$ cat config.mk
export PLATFORM = sky130hd
export DESIGN_NAME = matrix_control_top
export DESIGN_NICKNAME = d
export VERILOG_FILES = /design/src/hw/matrix_pkg.sv /design/src/hw/pixel_write_if.sv /design/src/hw/command_decoder.sv /design/src/hw/frame_buffer.sv /design/src/hw/matrix_control_top.sv /design/src/hw/pixel_loader.sv /design/src/hw/row_loader.sv
export VERILOG_INCLUDE_DIRS = /design/src /design/src/hw
export SDC_FILE = /design/constraint.sdc
export NUM_CORES = 2
export LEC_CHECK = 0
export BUFFER_PORTS_ARGS = -buffer_cell sky130_fd_sc_hd__clkbuf_2
export CELL_PAD_IN_SITES_DETAIL_PLACEMENT = 2
export CELL_PAD_IN_SITES_GLOBAL_PLACEMENT = 2
export CORE_UTILIZATION = 54
export DETAILED_ROUTE_END_ITERATION = 12
export GPL_ROUTABILITY_DRIVEN = 0
export PLACE_DENSITY_LB_ADDON = 0.1
export SLEW_MARGIN = 5
export SYNTH_ARGS = -nofsm -noshare
export SYNTH_HDL_FRONTEND = slang
export SYNTH_HIERARCHICAL = 1
export SYNTH_SLANG_ARGS = --single-unit
$ cat constraint.sdc
create_clock -name clk_in -period 5.3 [get_ports clk_in]
set_input_delay 1.06 -clock clk_in [delete_from_list [all_inputs] [get_ports clk_in]]
set_output_delay 1.06 -clock clk_in [all_outputs]
set_load 0.05 [all_outputs]
$ cat src/hw/matrix_defines.svh
`ifndef MATRIX_DEFINES_SVH
`define MATRIX_DEFINES_SVH

// panel geometry
`define MATRIX_WIDTH 16
`define MATRIX_HEIGHT 8
`define BYTES_PER_PIXEL 2

// bits in the brightness mask
`define BRIGHTNESS_LEVELS 6

`define ROW_BITS $clog2(`MATRIX_HEIGHT)
`define COL_BITS $clog2(`MATRIX_WIDTH)
`define BYTE_SEL_BITS $clog2(`BYTES_PER_PIXEL)
`define FB_ADDR_BITS (`ROW_BITS + `COL_BITS + `BYTE_SEL_BITS)
`define FB_DEPTH (`MATRIX_WIDTH * `MATRIX_HEIGHT * `BYTES_PER_PIXEL)

`endif

$ cat src/hw/matrix_pkg.sv
package matrix_pkg;

    typedef enum logic [1:0] {
        idle,
        read_brightness,
        read_row,
        read_pixel
    } cmd_state_t;

    // ascii command bytes
    typedef enum logic [7:0] {
        op_red_on    = 8'h52, // R
        op_red_off   = 8'h72, // r
        op_green_on  = 8'h47, // G
        op_green_off = 8'h67, // g
        op_blue_on   = 8'h42, // B
        op_blue_off  = 8'h62, // b
        op_digit_0   = 8'h30,
        op_digit_1   = 8'h31,
        op_digit_2   = 8'h32,
        op_digit_3   = 8'h33,
        op_digit_4   = 8'h34,
        op_digit_5   = 8'h35,
        op_digit_6   = 8'h36,
        op_digit_7   = 8'h37,
        op_digit_8   = 8'h38,
        op_digit_9   = 8'h39,
        op_brightness = 8'h54, // T, one argument byte
        op_row       = 8'h4c, // L
        op_pixel     = 8'h50  // P
    } cmd_opcode_t;

endpackage

$ cat src/hw/pixel_write_if.sv
`include "matrix_defines.svh"

interface pixel_write_if;
    logic                  write_enable;
    logic [`ROW_BITS-1:0]  row;
    logic [`COL_BITS-1:0]  column;
    logic                  byte_sel; // 0 for the first byte of a pixel
    logic [7:0]            data;

    modport source (
        output write_enable,
        output row,
        output column,
        output byte_sel,
        output data
    );

    modport sink (
        input write_enable,
        input row,
        input column,
        input byte_sel,
        input data
    );
endinterface

$ cat src/hw/command_decoder.sv
`include "matrix_defines.svh"

module command_decoder (
    input  logic                          clk_in,
    input  logic                          reset,
    input  logic                          byte_valid,
    input  logic [7:0]                    rx_data,
    output logic [2:0]                    rgb_enable,
    output logic [`BRIGHTNESS_LEVELS-1:0] brightness_enable,
    pixel_write_if.source                 fb_write
);
    matrix_pkg::cmd_state_t        state;
    logic [`BRIGHTNESS_LEVELS-1:0] toggle_mask;
    logic                          row_enable;
    logic                          pixel_enable;
    logic                          row_done;
    logic                          pixel_done;

    pixel_write_if row_wr ();
    pixel_write_if pixel_wr ();

    assign row_enable = (state == matrix_pkg::read_row);
    assign pixel_enable = (state == matrix_pkg::read_pixel);

    row_loader row_loader_i (
        .clk_in     (clk_in),
        .reset      (reset),
        .enable     (row_enable),
        .byte_valid (byte_valid),
        .rx_data    (rx_data),
        .done       (row_done),
        .wr         (row_wr.source)
    );

    pixel_loader pixel_loader_i (
        .clk_in     (clk_in),
        .reset      (reset),
        .enable     (pixel_enable),
        .byte_valid (byte_valid),
        .rx_data    (rx_data),
        .done       (pixel_done),
        .wr         (pixel_wr.source)
    );

    // digit n flips bit BRIGHTNESS_LEVELS - n
    always_comb begin
        toggle_mask = '0;
        for (int i = 1; i <= `BRIGHTNESS_LEVELS; i++) begin
            if (rx_data[3:0] == 4'(i)) begin
                toggle_mask[`BRIGHTNESS_LEVELS-i] = 1'b1;
            end
        end
    end

    always_ff @(posedge clk_in) begin
        if (reset) begin
            state <= matrix_pkg::idle;
            rgb_enable <= 3'b111;
            brightness_enable <= '1;
        end else if (byte_valid) begin
            case (state)
                matrix_pkg::idle: begin
                    case (rx_data)
                        matrix_pkg::op_red_on:    rgb_enable[0] <= 1'b1;
                        matrix_pkg::op_red_off:   rgb_enable[0] <= 1'b0;
                        matrix_pkg::op_green_on:  rgb_enable[1] <= 1'b1;
                        matrix_pkg::op_green_off: rgb_enable[1] <= 1'b0;
                        matrix_pkg::op_blue_on:   rgb_enable[2] <= 1'b1;
                        matrix_pkg::op_blue_off:  rgb_enable[2] <= 1'b0;
                        matrix_pkg::op_digit_1, matrix_pkg::op_digit_2,
                        matrix_pkg::op_digit_3, matrix_pkg::op_digit_4,
                        matrix_pkg::op_digit_5, matrix_pkg::op_digit_6: begin
                            brightness_enable <= brightness_enable ^ toggle_mask;
                        end
                        matrix_pkg::op_digit_0:    brightness_enable <= '0;
                        matrix_pkg::op_digit_9:    brightness_enable <= '1;
                        matrix_pkg::op_brightness: state <= matrix_pkg::read_brightness;
                        matrix_pkg::op_row:        state <= matrix_pkg::read_row;
                        matrix_pkg::op_pixel:      state <= matrix_pkg::read_pixel;
                        default: ; // unknown bytes are dropped
                    endcase
                end
                matrix_pkg::read_brightness: begin
                    brightness_enable <= rx_data[`BRIGHTNESS_LEVELS-1:0];
                    state <= matrix_pkg::idle;
                end
                matrix_pkg::read_row: begin
                    if (row_done) begin
                        state <= matrix_pkg::idle;
                    end
                end
                matrix_pkg::read_pixel: begin
                    if (pixel_done) begin
                        state <= matrix_pkg::idle;
                    end
                end
                default: state <= matrix_pkg::idle;
            endcase
        end
    end

    // only the active loader reaches the frame buffer
    always_comb begin
        fb_write.write_enable = 1'b0;
        fb_write.row = row_wr.row;
        fb_write.column = row_wr.column;
        fb_write.byte_sel = row_wr.byte_sel;
        fb_write.data = row_wr.data;
        case (state)
            matrix_pkg::read_row: begin
                fb_write.write_enable = row_wr.write_enable;
            end
            matrix_pkg::read_pixel: begin
                fb_write.write_enable = pixel_wr.write_enable;
                fb_write.row = pixel_wr.row;
                fb_write.column = pixel_wr.column;
                fb_write.byte_sel = pixel_wr.byte_sel;
                fb_write.data = pixel_wr.data;
            end
            default: ;
        endcase
    end

endmodule

$ cat src/hw/frame_buffer.sv
`include "matrix_defines.svh"

module frame_buffer (
    input  logic                     clk_in,
    pixel_write_if.sink              wr,
    input  logic [`FB_ADDR_BITS-1:0] rd_address,
    output logic [7:0]               rd_data
);
    logic [7:0]               mem [`FB_DEPTH];
    logic [`FB_ADDR_BITS-1:0] wr_address;

    // first byte of a pixel goes to the odd address, so pixels are little-endian
    assign wr_address = {wr.row, wr.column, ~wr.byte_sel};

    always_ff @(posedge clk_in) begin
        if (wr.write_enable) begin
            mem[wr_address] <= wr.data;
        end
    end

    // registered read, old data on a same-address collision
    always_ff @(posedge clk_in) begin
        rd_data <= mem[rd_address];
    end

endmodule

$ cat src/hw/matrix_control_top.sv
`include "matrix_defines.svh"

module matrix_control_top (
    input  logic                          clk_in,
    input  logic                          reset,
    input  logic                          byte_valid,
    input  logic [7:0]                    rx_data,
    output logic [2:0]                    rgb_enable,
    output logic [`BRIGHTNESS_LEVELS-1:0] brightness_enable,
    input  logic [`FB_ADDR_BITS-1:0]      rd_address,
    output logic [7:0]                    rd_data
);
    pixel_write_if fb_write ();

    command_decoder command_decoder_i (
        .clk_in            (clk_in),
        .reset             (reset),
        .byte_valid        (byte_valid),
        .rx_data           (rx_data),
        .rgb_enable        (rgb_enable),
        .brightness_enable (brightness_enable),
        .fb_write          (fb_write.source)
    );

    // read side goes straight out to the scanner
    frame_buffer frame_buffer_i (
        .clk_in     (clk_in),
        .wr         (fb_write.sink),
        .rd_address (rd_address),
        .rd_data    (rd_data)
    );

endmodule

$ cat src/hw/pixel_loader.sv
`include "matrix_defines.svh"

module pixel_loader (
    input  logic       clk_in,
    input  logic       reset,
    input  logic       enable,
    input  logic       byte_valid,
    input  logic [7:0] rx_data,
    output logic       done,
    pixel_write_if.source wr
);
    // 0 row, 1 column, 2 first data byte, 3 second data byte
    logic [1:0]           phase;
    logic [`ROW_BITS-1:0] row;
    logic [`COL_BITS-1:0] column;
    logic                 data_write;

    assign data_write = enable && byte_valid && phase[1];

    always_ff @(posedge clk_in) begin
        if (reset || !enable) begin
            phase <= 2'd0;
        end else if (byte_valid) begin
            phase <= phase + 2'd1; // wraps back to 0 after the last byte
        end
    end

    // row and column are used modulo the panel size
    always_ff @(posedge clk_in) begin
        if (enable && byte_valid) begin
            if (phase == 2'd0) begin
                row <= rx_data[`ROW_BITS-1:0];
            end
            if (phase == 2'd1) begin
                column <= rx_data[`COL_BITS-1:0];
            end
        end
    end

    assign wr.write_enable = data_write;
    assign wr.row = row;
    assign wr.column = column;
    assign wr.byte_sel = phase[0];
    assign wr.data = rx_data;

    assign done = data_write && phase[0];

endmodule

$ cat src/hw/row_loader.sv
`include "matrix_defines.svh"

module row_loader (
    input  logic       clk_in,
    input  logic       reset,
    input  logic       enable,
    input  logic       byte_valid,
    input  logic [7:0] rx_data,
    output logic       done,
    pixel_write_if.source wr
);
    logic                 have_row;
    logic [`ROW_BITS-1:0] row;
    logic [`COL_BITS:0]   byte_count; // column plus byte select
    logic                 data_write;
    logic                 last_byte;

    assign data_write = enable && byte_valid && have_row;
    // count covers 2 * width bytes, so all ones marks the end of the row
    assign last_byte = &byte_count;

    always_ff @(posedge clk_in) begin
        if (reset || !enable) begin
            have_row <= 1'b0;
            byte_count <= '0;
        end else if (byte_valid) begin
            if (!have_row) begin
                have_row <= 1'b1;
            end else begin
                byte_count <= byte_count + 1'b1;
            end
        end
    end

    always_ff @(posedge clk_in) begin
        if (enable && byte_valid && !have_row) begin
            row <= rx_data[`ROW_BITS-1:0]; // wraps modulo height
        end
    end

    assign wr.write_enable = data_write;
    assign wr.row = row;
    assign wr.column = byte_count[`COL_BITS:1];
    assign wr.byte_sel = byte_count[0];
    assign wr.data = rx_data;

    assign done = data_write && last_byte;

endmodule

==> results_dict.tcl, run 1 <==
set metrics [dict create \
    status "did not finish" \
    haltStage "detailed placement (3_5_place_dp)" \
    error "[ERROR DPL-0033] detailed placement checks failed during check placement." \
    yosysWarnings 6 \
    synth-edff-count 2058 \
    synth_area_leaders "edfxtp_1, mux4_2, mux2i_1" \
    die_h_um 391 \
    start_util 0.544 \
    syn_nets 3972 \
    ys_types 74 \
    ys_ff_latch 2085 \
    synth_top_cell_by_area "edfxtp_1" \
    avgSynthCellArea_um2 20.6 \
    synth_area_mm2 0.0815 \
    synthArstFlopShare 0 \
    dieWidth_um 391 \
    ys.flop_type "edfxtp_1" \
    synth_top_area_frac 0.758 \
    io_pins 36 \
    io_buffers 35 \
    hpwlAfterDp_um 181000 \
    syn_inst 3949 \
    seq_area_frac_synth 0.765 \
    row_count 142 \
]
cells in the mapped netlist, types with 6 or more instances:
master / count
a211oi_1: 16
a21oi_1: 108
a221oi_1: 13
a22o_1: 8
a22oi_1: 134
and2_1: 8
buf_1: 21
buf_12: 7
buf_2: 32
buf_4: 41
buf_6: 24
buf_8: 14
clkbuf_1: 120
dfxtp_1: 27
edfxtp_1: 2058
inv_1: 11
mux2_2: 18
mux2i_1: 137
mux4_2: 455
nand2_1: 47
nand2b_1: 18
nand3_1: 41
nand4_1: 13
nor2_1: 298
nor2b_1: 33
nor3_1: 25
nor4_1: 27
o211ai_1: 13
o21ai_0: 19
o221ai_1: 47
o22ai_1: 29
o32ai_1: 6
per-stage QoR:
stage | hold WS (ns) | cell area [µm²] | setup WS (ns) | std cells
floorplan | 0.450 | 81500 | 1.79 | 3949
global placement | 0.448 | 84700 | 0.450 | 5953
cell families after synthesis:
logic type	Yosys count	synth area share
xor gates and xnor gates	3	0.000322
DFF	2085	0.765
muxes	611	0.145
adders and majority gates	4	0.000614
and+or+nand+nor	544	0.0311
buffers and inverters	271	0.0204
AOI/OAI and AO/OA	431	0.0376
==> run 2, diff against run 1 <==
CELL_PAD_IN_SITES_DETAIL_PLACEMENT = default   (was 2)
CELL_PAD_IN_SITES_GLOBAL_PLACEMENT = default   (was 2)
CORE_UTILIZATION = 40   (was 54)
PLACE_DENSITY_LB_ADDON = 0.15   (was 0.1)
==> run 2 against run 1 <==
The run now ends clean. Synthesized area unchanged. Synthesized cell count unchanged.
==> results_dict.tcl, run 2 <==
set metrics [dict create \
    peakVddDrop_mv 0.313 \
    synth_area_leaders "edfxtp_1, mux4_2, mux2i_1" \
    ys_ff_latch 2085 \
    finalHoldViolations 0 \
    crit_end "frame_buffer_i/mem[75][1]$_DFFE_PP_" \
    post_cts_buffers 0 \
    cp_num_cells 6 \
    critPathKind "reg2reg" \
    path_buf_inv 1 \
    total_switching_power_w 0.00743 \
    r2r.worst_path.cells 6 \
    whs_ns 0.468 \
    largest_reg_flops 2048 \
    seq_power_share 0.531 \
    top_regs "frame_buffer_i/mem (2048), frame_buffer_i/rd_data (8), command_decoder_i/brightness_enable (6)" \
    vias 40319 \
    synth_area_mm2 0.0815 \
    rsz0062_at_grt "no" \
    finalMaxSlewViolations 0 \
    grt_antenna_before_repair 13 \
    ctsResizeCount 0 \
    maxSlewHeadroom 0.0560 \
    startpoint "command_decoder_i/state[0]$_SDFFE_PP0P_" \
    cts_num_sinks 2085 \
    postPlaceCellArea_mm2 0.0851 \
    dieArea_mm2 0.206 \
    crit_path_max_incr_delay_ns 1.18 \
    fmax_mhz 234 \
    path_max_fanout 17 \
    syn_inst 3949 \
    arrival_ns 4.72 \
    synth_top_cell_by_area "edfxtp_1" \
    fin_area_mm2 0.0918 \
    cp-start-kind "register" \
    hpwlAfterDp_um 133000 \
    numCtsBuffers 215 \
    rr_startpoint "command_decoder_i/state[0]$_SDFFE_PP0P_" \
    critPathCaptureType "register" \
    grt_start_max_net_pins 155 \
    clock_skew_ns 0.0224 \
    clkTransAtPathRegs_ns 0.06 \
    p_clk_frac 0.421 \
    yosysMostFrequentCell "edfxtp_1" \
    ant_nets 0 \
    status "finished clean" \
    drt_wl_total_um 216000 \
    tns_ns 0 \
    reg2reg_setup_slack_ns 1.03 \
    layout_common_cells "edfxtp_1, mux4_2, nor2_1, clkbuf_16, buf_4" \
    row_count 165 \
    ys_types 74 \
    clkLatencyLatePin_ns 0.85 \
    htreeDepth 4 \
    p_leak_nw 28.2 \
    syn_to_final_growth_pct 12.6 \
    start_util 0.403 \
    cts_hold_buf 0 \
    synth_top_area_frac 0.758 \
    cpMaxStageDelayCell "nor2_1" \
    die_h_um 453 \
    syn_nets 3972 \
    num-nets-final 4123 \
    first_pass_iters 6 \
    seq_area_frac_synth 0.765 \
    grtUsageTotal 0.210 \
    maxCapViolCount 0 \
    drc 0 \
    grt_pass1_wl_um 306000 \
    swShare 0.217 \
    min_period_over_period 0.806 \
    grt_pass1_vias 40274 \
    hold_path.class "reg2reg" \
    avgSynthCellArea_um2 20.6 \
    fill_cells 17097 \
    period_minus_slack_ns 4.27 \
    synthArstFlopShare 0 \
    synth-edff-count 2058 \
    dieWidth_um 453 \
    cts_tree "done" \
    wl_per_cell_um 31.0 \
    cpLargestDelayFamily "simple AND/OR/NAND/NOR gates" \
    synthTopCellsByCount "edfxtp_1, mux4_2, nor2_1" \
    io_pins 36 \
    largest-register "frame_buffer_i/mem" \
    path_cells "nand2_1 > buf_4 > mux2_2 > nor2_1 > nand2_1 > nor2_1" \
    viasPerCell 5.80 \
    grt-ovfl-total 0 \
    final_common_cell "edfxtp_1" \
    yosysWarnings 6 \
    worstMarginPinSlew_ns 1.40 \
    setup_viol 0 \
    power_frac_comb 0.048 \
    clock_tree.root_cell "clkbuf_16" \
    fp.coreArea_mm2 0.202 \
    clk_path_buf_depth 3 \
    dr.first_iter.drc_count 4330 \
    ys.flop_type "edfxtp_1" \
    required_ns 5.74 \
    rr_endpoint "frame_buffer_i/mem[75][1]$_DFFE_PP_" \
    final_layout_size_suffix_gt1_frac 0.235 \
    power.internal_w 0.0267 \
    p_per_area_mw_per_mm2 372 \
    io_buffers 35 \
]
run 2: worst min-delay path by stage:
stage	endpoint	startpoint	cells past startpoint
2_1_floorplan	command_decoder_i/row_loader_i/byte_count[4]$_SDFFE_PP0P_	command_decoder_i/row_loader_i/byte_count[4]$_SDFFE_PP0P_	2
3_3_place_gp	command_decoder_i/rgb_enable[0]$_SDFFE_PP1P_	command_decoder_i/rgb_enable[0]$_SDFFE_PP1P_	1
3_5_place_dp	command_decoder_i/rgb_enable[0]$_SDFFE_PP1P_	command_decoder_i/rgb_enable[0]$_SDFFE_PP1P_	1
4_1_cts	command_decoder_i/rgb_enable[0]$_SDFFE_PP1P_	command_decoder_i/rgb_enable[0]$_SDFFE_PP1P_	1
5_1_grt	command_decoder_i/rgb_enable[0]$_SDFFE_PP1P_	command_decoder_i/rgb_enable[0]$_SDFFE_PP1P_	1
6_report	command_decoder_i/rgb_enable[0]$_SDFFE_PP1P_	command_decoder_i/rgb_enable[0]$_SDFFE_PP1P_	1
run 2: metal layers:
| layer | wire [µm] | vias up | global-route usage |
|---|---|---|---|
| met4 | 6030 | 6 | 0.0612 |
| met5 | 40 | - | 0 |
| li1 | - | 16801 | - |
| met2 | 102000 | 1398 | 0.328 |
| met1 | 92100 | 21811 | 0.294 |
| met3 | 15500 | 303 | 0.0475 |
run 2: cell type report:
type                       count  area [µm²]  area share
sequential                  2085       62300       0.679
multi-input combinational   1593       17700       0.193
clock buffer                 266        5630      0.0614
tap                         2672        3340      0.0364
timing repair buffer         193        1650      0.0180
clock inverter               130        1020      0.0112
inverter                      12        45.0    0.000491
antenna                        3        7.51   0.0000818
run 2: metrics by stage:
step / instances / utilization / setup WS (ns) / power, W
2_1_floorplan: 3949 / - / 1.79 / 0.0195
3_3_place_gp: 6555 / 0.421 / 0.458 / 0.0201
3_5_place_dp: 6555 / 0.421 / 0.454 / 0.0201
4_1_cts: 6951 / 0.454 / 0.956 / 0.0345
5_1_grt: 6952 / 0.454 / 0.847 / 0.0352
6_report: 6954 / 0.454 / 1.03 / 0.0342
run 2: logic make-up after synthesis:
kind of cell	count (synthesis)	synth area share
muxes	611	0.145
DFF	2085	0.765
buffers and inverters	271	0.0204
adders and majority gates	4	0.000614
AOI/OAI and AO/OA	431	0.0376
and+or+nand+nor	544	0.0311
xor gates and xnor gates	3	0.000322
run 2: power groups by stage:
stage                     Combinational [W]  Clock (W)  Sequential (W)
final                               0.00163     0.0144          0.0181
after floorplan                    0.000966          0          0.0185
after global routing                0.00172     0.0153          0.0181
after detailed placement            0.00165          0          0.0185
after CTS                           0.00166     0.0147          0.0181
after global placement              0.00164          0          0.0185
Power figures use the tool's default switching activity.
